**config.mk**
```make
export PLATFORM = sky130hd
export DESIGN_NAME = fetch_unit
export DESIGN_NICKNAME = d
export VERILOG_FILES = /design/src/logic/fetch_pkg.sv /design/src/logic/bundle_predecode.sv /design/src/logic/fetch_queue.sv /design/src/logic/fetch_stage.sv /design/src/logic/fetch_unit.sv
export SDC_FILE = /design/constraint.sdc
export NUM_CORES = 2
export LEC_CHECK = 0
export BUFFER_PORTS_ARGS = -buffer_cell sky130_fd_sc_hd__buf_2
export CORE_MARGIN = 2
export CORE_UTILIZATION = 55
export CTS_CLUSTER_DIAMETER = 40
export DETAILED_ROUTE_END_ITERATION = 8
export PLACE_DENSITY_LB_ADDON = 0.1
export SYNTH_ARGS = -nofsm -noshare
export SYNTH_HDL_FRONTEND = slang
export SYNTH_HIERARCHICAL = 1
export SYNTH_SLANG_ARGS = --single-unit
```
**constraint.sdc**
```tcl
create_clock -name clock -period 13.7 [get_ports clock]
set_clock_uncertainty 0.15 [all_clocks]
set_input_delay 1.37 -clock clock [delete_from_list [all_inputs] [get_ports clock]]
set_output_delay 1.37 -clock clock [all_outputs]
set_load 0.03 [all_outputs]
```
**src/logic/fetch_pkg.sv**
```systemverilog
// fetch front end package with datapath widths, queue sizing, the nop encoding and predecode enums
package fetch_pkg;

  //////////////////////////////////////////////////////////////////////
  // datapath widths
  //////////////////////////////////////////////////////////////////////

  localparam int xlen        = 64;  // pc and memory word width
  localparam int inst_width  = 32;  // one uncompressed instruction
  localparam int fetch_width = 2;   // slots per fetched bundle

  //////////////////////////////////////////////////////////////////////
  // queue and credit sizing
  //////////////////////////////////////////////////////////////////////

  localparam int queue_depth    = 8;  // keep a power of two so pointers wrap naturally
  localparam int decode_credits = 4;  // matches the decode input buffer

  // derived counter widths
  localparam int qptr_width     = $clog2(queue_depth);
  localparam int count_width    = $clog2(queue_depth + 1);     // holds 0 .. queue_depth
  localparam int credit_width   = $clog2(decode_credits + 1);  // holds 0 .. decode_credits
  localparam int slot_cnt_width = $clog2(fetch_width + 1);     // valid slots in one bundle

  // filler for slots that were not fetched
  localparam logic [inst_width-1:0] nop_inst = 32'h0000_0013;  // addi x0, x0, 0

  //////////////////////////////////////////////////////////////////////
  // predecode encodings
  //////////////////////////////////////////////////////////////////////

  // major opcodes that matter to the predictor
  typedef enum logic [6:0] {
    op_branch = 7'b110_0011,  // conditional branch, B immediate
    op_jalr   = 7'b110_0111,  // register indirect jump
    op_jal    = 7'b110_1111   // direct jump, J immediate
  } opcode_e;

  // what the predictor makes of a slot
  typedef enum logic [1:0] {
    kind_plain,   // falls through to pc + 4
    kind_jump,    // always taken
    kind_branch   // taken only when backward
  } inst_kind_e;

endpackage

```
**src/logic/bundle_predecode.sv**
```systemverilog
// bundle predecoder that finds jumps and branches and predicts the first taken slot statically
module bundle_predecode (
  input  logic [fetch_pkg::fetch_width-1:0][fetch_pkg::inst_width-1:0] slot_inst,
  input  logic [fetch_pkg::fetch_width-1:0][fetch_pkg::xlen-1:0]       slot_pc,
  input  logic [fetch_pkg::fetch_width-1:0]                            slot_fetched,
  output logic [fetch_pkg::fetch_width-1:0]                            slot_valid,
  output logic [fetch_pkg::fetch_width-1:0][fetch_pkg::xlen-1:0]       slot_next,
  output logic                                                         pred_taken,
  output logic [fetch_pkg::xlen-1:0]                                   pred_target
);
  import fetch_pkg::*;

  opcode_e                slot_op    [fetch_width];  // raw major opcode
  inst_kind_e             slot_kind  [fetch_width];
  logic [xlen-1:0]        imm_j      [fetch_width];  // sign extended jal offset
  logic [xlen-1:0]        imm_b      [fetch_width];  // sign extended branch offset
  logic [xlen-1:0]        target     [fetch_width];  // pc relative target
  logic [fetch_width-1:0] slot_taken;                // predicted taken if it survives

  //////////////////////////////////////////////////////////////////////
  // per slot classification and target
  //////////////////////////////////////////////////////////////////////

  always_comb
  begin
    for (int s = 0; s < fetch_width; s++)
    begin
      slot_op[s] = opcode_e'(slot_inst[s][6:0]);

      case (slot_op[s])
        op_jal:    slot_kind[s] = kind_jump;
        op_branch: slot_kind[s] = kind_branch;
        op_jalr:   slot_kind[s] = kind_plain;  // register target, left to execute
        default:   slot_kind[s] = kind_plain;
      endcase

      // J type offset, bit 31 is the sign
      imm_j[s] = {{(xlen - 20){slot_inst[s][31]}},
                  slot_inst[s][19:12],
                  slot_inst[s][20],
                  slot_inst[s][30:21],
                  1'b0};

      // B type offset, bit 31 is the sign
      imm_b[s] = {{(xlen - 12){slot_inst[s][31]}},
                  slot_inst[s][7],
                  slot_inst[s][30:25],
                  slot_inst[s][11:8],
                  1'b0};

      if (slot_kind[s] == kind_jump)
        target[s] = slot_pc[s] + imm_j[s];
      else
        target[s] = slot_pc[s] + imm_b[s];  // meaningless for plain slots

      // static rule, jal always, branch only backward
      slot_taken[s] = (slot_kind[s] == kind_jump) ||
                      ((slot_kind[s] == kind_branch) && slot_inst[s][31]);
    end
  end

  //////////////////////////////////////////////////////////////////////
  // first taken slot
  //////////////////////////////////////////////////////////////////////

  // walk slots oldest first; once one is taken the younger ones die
  always_comb
  begin
    pred_taken  = 1'b0;
    pred_target = '0;  // only looked at with pred_taken
    for (int s = 0; s < fetch_width; s++)
    begin
      slot_valid[s] = slot_fetched[s] && !pred_taken;

      // next pc that execute will check this slot against
      if (slot_taken[s])
        slot_next[s] = target[s];
      else
        slot_next[s] = slot_pc[s] + xlen'(4);

      if (slot_valid[s] && slot_taken[s])
      begin
        pred_taken  = 1'b1;
        pred_target = target[s];
      end
    end
  end

endmodule

```
**src/logic/fetch_queue.sv**
```systemverilog
// fetch queue that takes bundles of up to two and sends one instruction per cycle to decode on credit
module fetch_queue (
  input  logic                                                         clock,
  input  logic                                                         reset,
  input  logic                                                         flush,
  input  logic                                                         enq,
  input  logic [fetch_pkg::fetch_width-1:0]                            slot_valid,
  input  logic [fetch_pkg::fetch_width-1:0][fetch_pkg::xlen-1:0]       slot_pc,
  input  logic [fetch_pkg::fetch_width-1:0][fetch_pkg::inst_width-1:0] slot_inst,
  input  logic [fetch_pkg::fetch_width-1:0][fetch_pkg::xlen-1:0]       slot_next,
  input  logic                                                         dec_credit,
  output logic                                                         enq_ready,
  output logic                                                         dec_valid,
  output logic [fetch_pkg::xlen-1:0]                                   dec_pc,
  output logic [fetch_pkg::inst_width-1:0]                             dec_inst,
  output logic [fetch_pkg::xlen-1:0]                                   dec_pred_next
);
  import fetch_pkg::*;

  // entry storage
  logic [xlen-1:0]       pc_mem   [queue_depth];
  logic [inst_width-1:0] inst_mem [queue_depth];
  logic [xlen-1:0]       next_mem [queue_depth];

  logic [qptr_width-1:0]     head;        // oldest entry
  logic [qptr_width-1:0]     tail;        // first free entry
  logic [count_width-1:0]    count;       // entries held
  logic [credit_width-1:0]   credit_cnt;  // free slots in decode's buffer

  logic                      accept;      // bundle written this edge
  logic                      send;        // head entry goes out this edge
  logic [slot_cnt_width-1:0] n_valid;     // live slots in the offered bundle
  logic [slot_cnt_width-1:0] n_in;        // entries actually written
  logic [qptr_width-1:0]     wr_idx [fetch_width];

  //////////////////////////////////////////////////////////////////////
  // enqueue side
  //////////////////////////////////////////////////////////////////////

  // room for a full bundle is required even if only one slot is live
  assign enq_ready = count <= count_width'(queue_depth - fetch_width);
  assign accept    = enq && enq_ready && !flush;  // stale bundle dies with the flush

  // live slots pack down in slot order starting at tail
  always_comb
  begin
    n_valid = '0;
    for (int s = 0; s < fetch_width; s++)
    begin
      wr_idx[s] = tail + qptr_width'(n_valid);
      n_valid   = n_valid + slot_cnt_width'(slot_valid[s]);
    end
  end

  assign n_in = accept ? n_valid : '0;

  always_ff @(posedge clock)
  begin
    for (int s = 0; s < fetch_width; s++)
    begin
      if (accept && slot_valid[s])
      begin
        pc_mem[wr_idx[s]]   <= slot_pc[s];
        inst_mem[wr_idx[s]] <= slot_inst[s];
        next_mem[wr_idx[s]] <= slot_next[s];
      end
    end
  end

  //////////////////////////////////////////////////////////////////////
  // decode side
  //////////////////////////////////////////////////////////////////////

  // one per cycle, needs an entry and a credit
  assign send = (count != '0) && (credit_cnt != '0) && !flush;

  // pointers, occupancy and the output flag; a flush empties everything
  always_ff @(posedge clock)
  begin
    if (reset || flush)
    begin
      head      <= '0;
      tail      <= '0;
      count     <= '0;
      dec_valid <= 1'b0;
    end
    else
    begin
      head      <= head + qptr_width'(send);
      tail      <= tail + qptr_width'(n_in);  // wraps at queue_depth
      count     <= count + count_width'(n_in) - count_width'(send);
      dec_valid <= send;
    end
  end

  // output payload follows the head entry
  always_ff @(posedge clock)
  begin
    if (send)
    begin
      dec_pc        <= pc_mem[head];
      dec_inst      <= inst_mem[head];
      dec_pred_next <= next_mem[head];
    end
  end

  // credits track decode's buffer so a flush leaves them alone
  always_ff @(posedge clock)
  begin
    if (reset)
      credit_cnt <= credit_width'(decode_credits);
    else
    begin
      case ({send, dec_credit})
        2'b10:   credit_cnt <= credit_cnt - credit_width'(1);  // spent on a send
        2'b01:   credit_cnt <= credit_cnt + credit_width'(1);  // returned by decode
        default: credit_cnt <= credit_cnt;                     // both or neither
      endcase
    end
  end

  //////////////////////////////////////////////////////////////////////
  // checks
  //////////////////////////////////////////////////////////////////////

  // decode never returns more than it was given
  a_credit_bound: assert property (@(posedge clock) disable iff (reset)
    credit_cnt <= credit_width'(decode_credits));

  // enq_ready keeps a full bundle from overrunning the buffer
  a_no_overflow: assert property (@(posedge clock) disable iff (reset)
    accept |-> (count + n_valid) <= queue_depth);

  // every delivered instruction was paid for
  a_send_has_credit: assert property (@(posedge clock) disable iff (reset)
    dec_valid |-> $past(credit_cnt) != '0);

endmodule

```
**src/logic/fetch_stage.sv**
```systemverilog
// fetch stage holding the pc, splitting each memory word into slots and choosing the next pc
module fetch_stage (
  input  logic                                                         clock,
  input  logic                                                         reset,
  input  logic [fetch_pkg::xlen-1:0]                                   imem_data,
  input  logic                                                         imem_valid,
  input  logic                                                         enq_ready,
  input  logic                                                         redirect_valid,
  input  logic [fetch_pkg::xlen-1:0]                                   redirect_pc,
  input  logic [fetch_pkg::fetch_width-1:0]                            slot_valid,
  input  logic                                                         pred_taken,
  input  logic [fetch_pkg::xlen-1:0]                                   pred_target,
  output logic [fetch_pkg::xlen-1:0]                                   imem_addr,
  output logic [fetch_pkg::fetch_width-1:0][fetch_pkg::xlen-1:0]       slot_pc,
  output logic [fetch_pkg::fetch_width-1:0][fetch_pkg::inst_width-1:0] slot_inst,
  output logic [fetch_pkg::fetch_width-1:0]                            slot_fetched,
  output logic                                                         enq
);
  import fetch_pkg::*;

  logic [xlen-1:0] pc;          // pc of the bundle being fetched
  logic [xlen-1:0] pc_aligned;  // start of the memory word
  logic [xlen-1:0] next_pc;     // value loaded on the next enabled edge
  logic            accept;      // queue takes the bundle this edge
  logic            pc_enable;

  //////////////////////////////////////////////////////////////////////
  // memory address and slot split
  //////////////////////////////////////////////////////////////////////

  assign pc_aligned = {pc[xlen-1:3], 3'b000};
  assign imem_addr  = pc_aligned;  // one aligned 64-bit word per cycle

  // slot 0 is skipped when the pc points at the upper half of the word
  assign slot_fetched[0] = imem_valid && !pc[2];
  assign slot_fetched[1] = imem_valid;

  // lower half is the even word address, upper half the odd one
  always_comb
  begin
    for (int s = 0; s < fetch_width; s++)
    begin
      slot_pc[s] = pc_aligned + xlen'(4 * s);
      if (slot_fetched[s])
        slot_inst[s] = imem_data[s*inst_width +: inst_width];
      else
        slot_inst[s] = nop_inst;  // unfetched slot is harmless to predecode
    end
  end

  // a bundle is offered whenever predecode left any slot alive
  assign enq = |slot_valid;

  //////////////////////////////////////////////////////////////////////
  // next pc
  //////////////////////////////////////////////////////////////////////

  assign accept = enq && enq_ready;

  // redirect must win over a stall or it would be lost
  assign pc_enable = redirect_valid || accept;

  // priority is redirect, then prediction, then sequential
  always_comb
  begin
    if (redirect_valid)
      next_pc = redirect_pc;
    else if (pred_taken)
      next_pc = pred_target;                      // first taken slot
    else
      next_pc = pc_aligned + xlen'(fetch_width * 4);  // next memory word
  end

  always_ff @(posedge clock)
  begin
    if (reset)
      pc <= '0;  // fetch starts at address 0
    else if (pc_enable)
      pc <= next_pc;
  end

  //////////////////////////////////////////////////////////////////////
  // checks
  //////////////////////////////////////////////////////////////////////

  // memory never sees a byte offset
  a_imem_addr_aligned: assert property (@(posedge clock) disable iff (reset)
    imem_addr[2:0] == 3'b000);

  // targets from predecode and execute keep the pc on instruction boundaries
  a_pc_inst_aligned: assert property (@(posedge clock) disable iff (reset)
    pc[1:0] == 2'b00);

endmodule

```
**src/logic/fetch_unit.sv**
```systemverilog
// fetch unit top joining the fetch stage, bundle predecoder and fetch queue
module fetch_unit (
  input  logic                             clock,
  input  logic                             reset,
  input  logic [fetch_pkg::xlen-1:0]       imem_data,
  input  logic                             imem_valid,
  input  logic                             redirect_valid,
  input  logic [fetch_pkg::xlen-1:0]       redirect_pc,
  input  logic                             dec_credit,
  output logic [fetch_pkg::xlen-1:0]       imem_addr,
  output logic                             dec_valid,
  output logic [fetch_pkg::xlen-1:0]       dec_pc,
  output logic [fetch_pkg::inst_width-1:0] dec_inst,
  output logic [fetch_pkg::xlen-1:0]       dec_pred_next
);
  import fetch_pkg::*;

  // bundle as fetched
  logic [fetch_width-1:0][xlen-1:0]       slot_pc;
  logic [fetch_width-1:0][inst_width-1:0] slot_inst;
  logic [fetch_width-1:0]                 slot_fetched;

  // predecode results
  logic [fetch_width-1:0]                 slot_valid;
  logic [fetch_width-1:0][xlen-1:0]       slot_next;
  logic                                   pred_taken;
  logic [xlen-1:0]                        pred_target;

  // enqueue handshake
  logic                                   enq;
  logic                                   enq_ready;

  fetch_stage fetch_stage_inst (
    .clock          (clock),
    .reset          (reset),
    .imem_data      (imem_data),
    .imem_valid     (imem_valid),
    .enq_ready      (enq_ready),
    .redirect_valid (redirect_valid),  // pc load
    .redirect_pc    (redirect_pc),
    .slot_valid     (slot_valid),
    .pred_taken     (pred_taken),
    .pred_target    (pred_target),
    .imem_addr      (imem_addr),
    .slot_pc        (slot_pc),
    .slot_inst      (slot_inst),
    .slot_fetched   (slot_fetched),
    .enq            (enq)
  );

  bundle_predecode bundle_predecode_inst (
    .slot_inst    (slot_inst),
    .slot_pc      (slot_pc),
    .slot_fetched (slot_fetched),
    .slot_valid   (slot_valid),
    .slot_next    (slot_next),
    .pred_taken   (pred_taken),
    .pred_target  (pred_target)
  );

  fetch_queue fetch_queue_inst (
    .clock         (clock),
    .reset         (reset),
    .flush         (redirect_valid),  // same redirect empties the queue
    .enq           (enq),
    .slot_valid    (slot_valid),
    .slot_pc       (slot_pc),
    .slot_inst     (slot_inst),
    .slot_next     (slot_next),
    .dec_credit    (dec_credit),
    .enq_ready     (enq_ready),
    .dec_valid     (dec_valid),
    .dec_pc        (dec_pc),
    .dec_inst      (dec_inst),
    .dec_pred_next (dec_pred_next)
  );

endmodule
```
## Word level (Yosys, flattened, before mapping)

Memory sizes are Yosys's and may differ from the RTL's. A register that Yosys moved wholly into a read port is not among the register bits.
Index checks and enable logic that the tools add are counted.

- Bits in registers: 78
- RAM bits: 1280
- Input bits: 133
- Output and inout bits: 225
- Logic and storage cells: 78
- Memories kept: 3

- Add/subtract/negate cells: 15
- Magnitude comparators: 1
- Equal/unequal tests: 10
- Multiplexer cells: 20
- Reduce and logical (&&, ||, !) cells: 23

Memories:

| name | words | bits a word | rd ports | clocked after Yosys merged registers in | wr ports | line | text |
|---|---|---|---|---|---|---|---|
| fetch_queue_inst.next_mem | 8 | 64 | 1 | 1 | 2 | fetch_queue.sv:23 | `logic [xlen-1:0] next_mem [queue_depth];` |
| fetch_queue_inst.pc_mem | 8 | 64 | 1 | 1 | 2 | fetch_queue.sv:21 | `logic [xlen-1:0] pc_mem [queue_depth];` |
| fetch_queue_inst.inst_mem | 8 | 32 | 1 | 1 | 2 | fetch_queue.sv:22 | `logic [inst_width-1:0] inst_mem [queue_depth];` |

Operators with widths:

| cell | number |
|---|---|
| $mux W64 | 8 |
| $add A64 B64 Y64 | 4 |
| $add A64 B3 Y64 const B | 2 |
| $add A64 B4 Y64 const B | 1 |
| $mux W32 | 2 |
| $eq A7 B7 Y1 const B | 4 |
| $logic_and A1 B1 Y1 | 12 |
| $pmux W2 S2 | 2 |
| $add A3 B1 Y3 | 2 |
| $eq A2 B1 Y1 const B | 3 |
| $eq A2 B2 Y1 const B | 3 |
| $mux W1 | 6 |
| $pmux W3 S2 | 1 |
| $add A4 B2 Y4 | 1 |
| $le A4 B3 Y1 const B | 1 |
| $logic_or A1 B1 Y1 | 4 |
| $reduce_bool A4 Y1 | 1 |
| $sub A4 B1 Y4 | 1 |
| $add A3 B1 Y3 const B | 1 |
| $add A3 B2 Y3 | 1 |
| $logic_not A1 Y1 | 3 |
| $reduce_bool A3 Y1 | 1 |
| $sub A3 B1 Y3 const B | 1 |
| $add A1 B1 Y2 | 1 |
| 3 further kinds | 3 |

## Depth between registers and ports, before layout

- Depth in word-level cells: 18
- Depth in mapped cells: 25
- Gate-level depth less buffers: 23

## Hierarchy

Netlist, hierarchy kept.

Modules (own cells, without submodules):

| module | times used | cells an instance | area an instance (µm²) | sequential area each (µm²) |
|---|---|---|---|---|
| fetch_queue | 1 | 3550 | 68719.7 | 43521.7 |
| bundle_predecode | 1 | 1828 | 12055.3 | 0.0 |
| fetch_stage | 1 | 965 | 6859.1 | 1241.2 |

## Worst setup path before layout

Ideal clock, no wire load.

- Path type: input -> register
- Start: input imem_valid
- End: memory fetch_queue_inst.inst_mem[7][0] (enable)
- Setup time: 0.733 ns
- Arrival time: 11.657 ns
- Required time: 12.817 ns
- Setup slack: 1.161 ns
- Stages: 13
- Path buffers: 2
- Path through: nor2b_1 clkbuf_1 and2_1 inv_1 or3_1 a21oi_1 nand2_1 and2_1 or2_2 nand2b_1 a311o_1 clkbuf_1 a21oi_1

RTL lines:

| element | line | text |
|---|---|---|
| start: declaration | fetch_unit.sv:6 | `input logic imem_valid,` |
| end: declaration | fetch_queue.sv:22 |  |

==> metrics.md <==
| Metric | Value |
|---|---|
| Result of the run | finished clean |
| Count of input and output buffers | 352 |
| Fillers | 12.0k |
| Peak VDD IR | around 0.14 mV |
| Die width | 403 µm |
| Slew margin rel. | around 10% |
| Number of setup buffers added after CTS | 0 |
| Buffer type at the clock tree root | sky130_fd_sc_hd__clkbuf_16 |
| Number of maximum-capacitance constraint violations | 0 |
| Initial antenna violation count | 14 |
| Maximum count of clock buffers along a single path | 3 |
| Tot GR Track Use | 33.5% |
| Area used by multi-input combinational logic | 39600 µm² |
| Maximum fanout count along the critical path | 35 |
| Worst Path Required | ~14000 ps |
| Total Die Area | 163000 µm² |
| Area grow syn2layout | 12.4% |
| Wire length of the first global-routing pass | around 400 mm |
| Hold Buf Count CTS | 0 |
| Clock latency of the later-clocked register in the worst-skew pair | 900 ps |
| Final-report setup violation count | 0 |
| Number of global-route vias before repair | 56.3k |
| Crit Path Class | input pin to flip-flop |
| Number of sinks driven by the clock tree | ~1.5k |
| Cell leakage power | 35.6 nW |
| Startpoint type of the worst setup path | input pin |
| Critical Path Sink Type | flip-flop |
| Sequential cell area | 44800 µm² |
| Drt initial violations | 5949 |
| Final worst-path cycle share | 57.8% |
| Post-Syn Area | 87600 µm² |
| Clock slew at reported path FFs | 60 ps |
| Core area | 158000 µm² |
| TritonRoute pass-1 iters | 6 |
| Total power draw | 14.4 mW |
| DRC violation count after routing | 0 |
| Worst-Margin Slew | 1330 ps |
| Count of final hold-check violations | 0 |
| Cell count after synthesis | 6341 |
| Pin count of the biggest net entering global routing | around 120 |
| Worst min path class | flip-flop to flip-flop |
| Detail Route Antenna Nets | 0 |
| Detailed-route wire length per cell | roughly 31 µm |
| Total Neg Setup Slack | 0 ps |
| Die H | 403 µm |
| Number of nets in the layout | 6790 |
| Cell row count | 146 |
| Routability Congestion | roughly 0.99 |
| I/O Pins | between 300 and 400 |
| Unrepaired setup endpoints after global routing | no |
| Core Util, Final | approximately 62% |
| Arrival time at the worst endpoint | roughly 8500 ps |
| Global-route congestion overflow total | 0 |
| Average vias per placed instance | 6.56 |
| Number of synthesis warnings | 6 |
| H-tree level count | 4 |
| Starting density of the core | 55.3% |
| # resized after CTS | 0 |
| Total Routed Length | between 200 and 300 mm |
| Clock tree from TritonCTS | done |
| Layout cells sized above 1 | 37.0% |
| Top achievable clock speed | 0.126 GHz |
| Cell area power density | 146 nW/µm² |
| Number of vias after detailed routing | 57.7k |
| Final min period | 7930 ps |
| Half-perimeter wire length after detailed placement | 171 mm |
| Number of pins with negative max-slew slack in the final report | 0 |
| Total CTS buffers | 230 |
| Mean area per synthesized cell | approximately 14 µm² |
stage by stage:
| stage | cell area (µm²) | setup slack (ps) | hold slack, ps | std cells |
|---|---|---|---|---|
| 2_1_floorplan | 87600 | 1160 | 374 | 6348 |
| 3_3_place_gp | 90300 | 5120 | 403 | 8351 |
| 3_5_place_dp | 90300 | 5060 | 415 | 8351 |
| 4_1_cts | 98500 | 5930 | 428 | 8790 |
| 5_1_grt | 98500 | 5450 | 494 | 8791 |
| 6_report | 98500 | 5770 | 429 | 8795 |
flip-flops by register name, indices dropped and copies added, names as in the netlist, 4 cells and up:
signal and count:
fetch_queue_inst/next_mem 512, fetch_queue_inst/pc_mem 512, fetch_queue_inst/inst_mem 256, fetch_queue_inst/dec_pc 64, fetch_queue_inst/dec_pred_next 64, fetch_stage_inst/pc 62, fetch_queue_inst/dec_inst 32, fetch_queue_inst/count 4
worst paths after layout:
path / cells after the start / startpoint / slack, ps / endpoint
worst max-delay path: 25 / imem_valid / 5770 / fetch_stage_inst/pc[61]$_SDFFE_PP0P_
worst min-delay path: 2 / fetch_queue_inst/credit_cnt[1]$_SDFFE_PP0P_ / 430 / fetch_queue_inst/credit_cnt[1]$_SDFFE_PP0P_
worst max register to register: 23 / fetch_stage_inst/pc[2]$_SDFFE_PP0P_ / 6510 / fetch_stage_inst/pc[61]$_SDFFE_PP0P_
worst min register to register: 2 / fetch_queue_inst/credit_cnt[1]$_SDFFE_PP0P_ / 430 / fetch_queue_inst/credit_cnt[1]$_SDFFE_PP0P_
area by class of cell:
| cell class | count | share of cell area (%) |
|---|---|---|
| Antenna cell | 5 | 0.0127 |
| Clock buffer | 256 | 6.00 |
| Clock inverter | 183 | 2.35 |
| Inverter | 56 | 0.221 |
| Multi-Input combinational cell | 4192 | 40.2 |
| Sequential cell | 1516 | 45.5 |
| Tap cell | 2072 | 2.63 |
| Timing Repair Buffer | 515 | 3.11 |
placed cells by master, fill, tap and decap left out, types with 54 or more instances in the layout:
cell type,instances
sky130_fd_sc_hd__edfxtp_1,1440
sky130_fd_sc_hd__mux2_2,1150
sky130_fd_sc_hd__buf_2,351
sky130_fd_sc_hd__mux4_2,320
sky130_fd_sc_hd__a21oi_1,309
sky130_fd_sc_hd__mux2_1,304
sky130_fd_sc_hd__nor2_1,281
sky130_fd_sc_hd__nand2_1,237
sky130_fd_sc_hd__clkbuf_16,232
sky130_fd_sc_hd__xnor2_1,162
sky130_fd_sc_hd__buf_4,158
sky130_fd_sc_hd__ha_1,141
sky130_fd_sc_hd__a21o_1,121
sky130_fd_sc_hd__nand3_1,120
sky130_fd_sc_hd__nand4_1,100
sky130_fd_sc_hd__xor2_1,100
sky130_fd_sc_hd__o21ai_0,88
sky130_fd_sc_hd__and2_1,85
sky130_fd_sc_hd__dfxtp_1,73
sky130_fd_sc_hd__o22ai_1,61
sky130_fd_sc_hd__nor3_1,55
sky130_fd_sc_hd__inv_1,54
sky130_fd_sc_hd__and3_1,54
metal layers:
metal / global-route usage (%) / wire, µm / up-vias
met5: 0 / 0 / -
met4: 12.6 / 11100 / 0
met3: 6.65 / 23000 / 545
met2: 53.2 / 128000 / 2715
met1: 45.9 / 113000 / 29200
li1: - / - / 25200
critical path: stages:
cell and delay (ps):
sky130_fd_sc_hd__buf_2 70, sky130_fd_sc_hd__buf_4 380, sky130_fd_sc_hd__nor2b_4 490, sky130_fd_sc_hd__buf_4 520
sky130_fd_sc_hd__and2_1 430, sky130_fd_sc_hd__nand2_1 170, sky130_fd_sc_hd__nor2_1 140, sky130_fd_sc_hd__buf_4 270
sky130_fd_sc_hd__nor2_1 170, sky130_fd_sc_hd__a21o_1 230, sky130_fd_sc_hd__ha_1 400, sky130_fd_sc_hd__a21oi_1 240
sky130_fd_sc_hd__o21ai_1 120, sky130_fd_sc_hd__a22oi_1 400, sky130_fd_sc_hd__nand3_1 160, sky130_fd_sc_hd__o211ai_1 580
sky130_fd_sc_hd__nand2_1 100, sky130_fd_sc_hd__a2111oi_0 640, sky130_fd_sc_hd__a211oi_1 130, sky130_fd_sc_hd__xnor2_1 360
sky130_fd_sc_hd__o22ai_1 210, sky130_fd_sc_hd__o211a_1 310, sky130_fd_sc_hd__nand3_1 120, sky130_fd_sc_hd__mux2i_1 100
sky130_fd_sc_hd__or3_1 340
where the power goes:
group	leakage, nW	switching (mW)	internal, mW
clock	3.95	2.33	3.83
sequential	13.9	0.108	5.47
combinational	17.8	1.69	0.934
total	35.6	4.13	10.2
(Power assumes the default switching activity.)
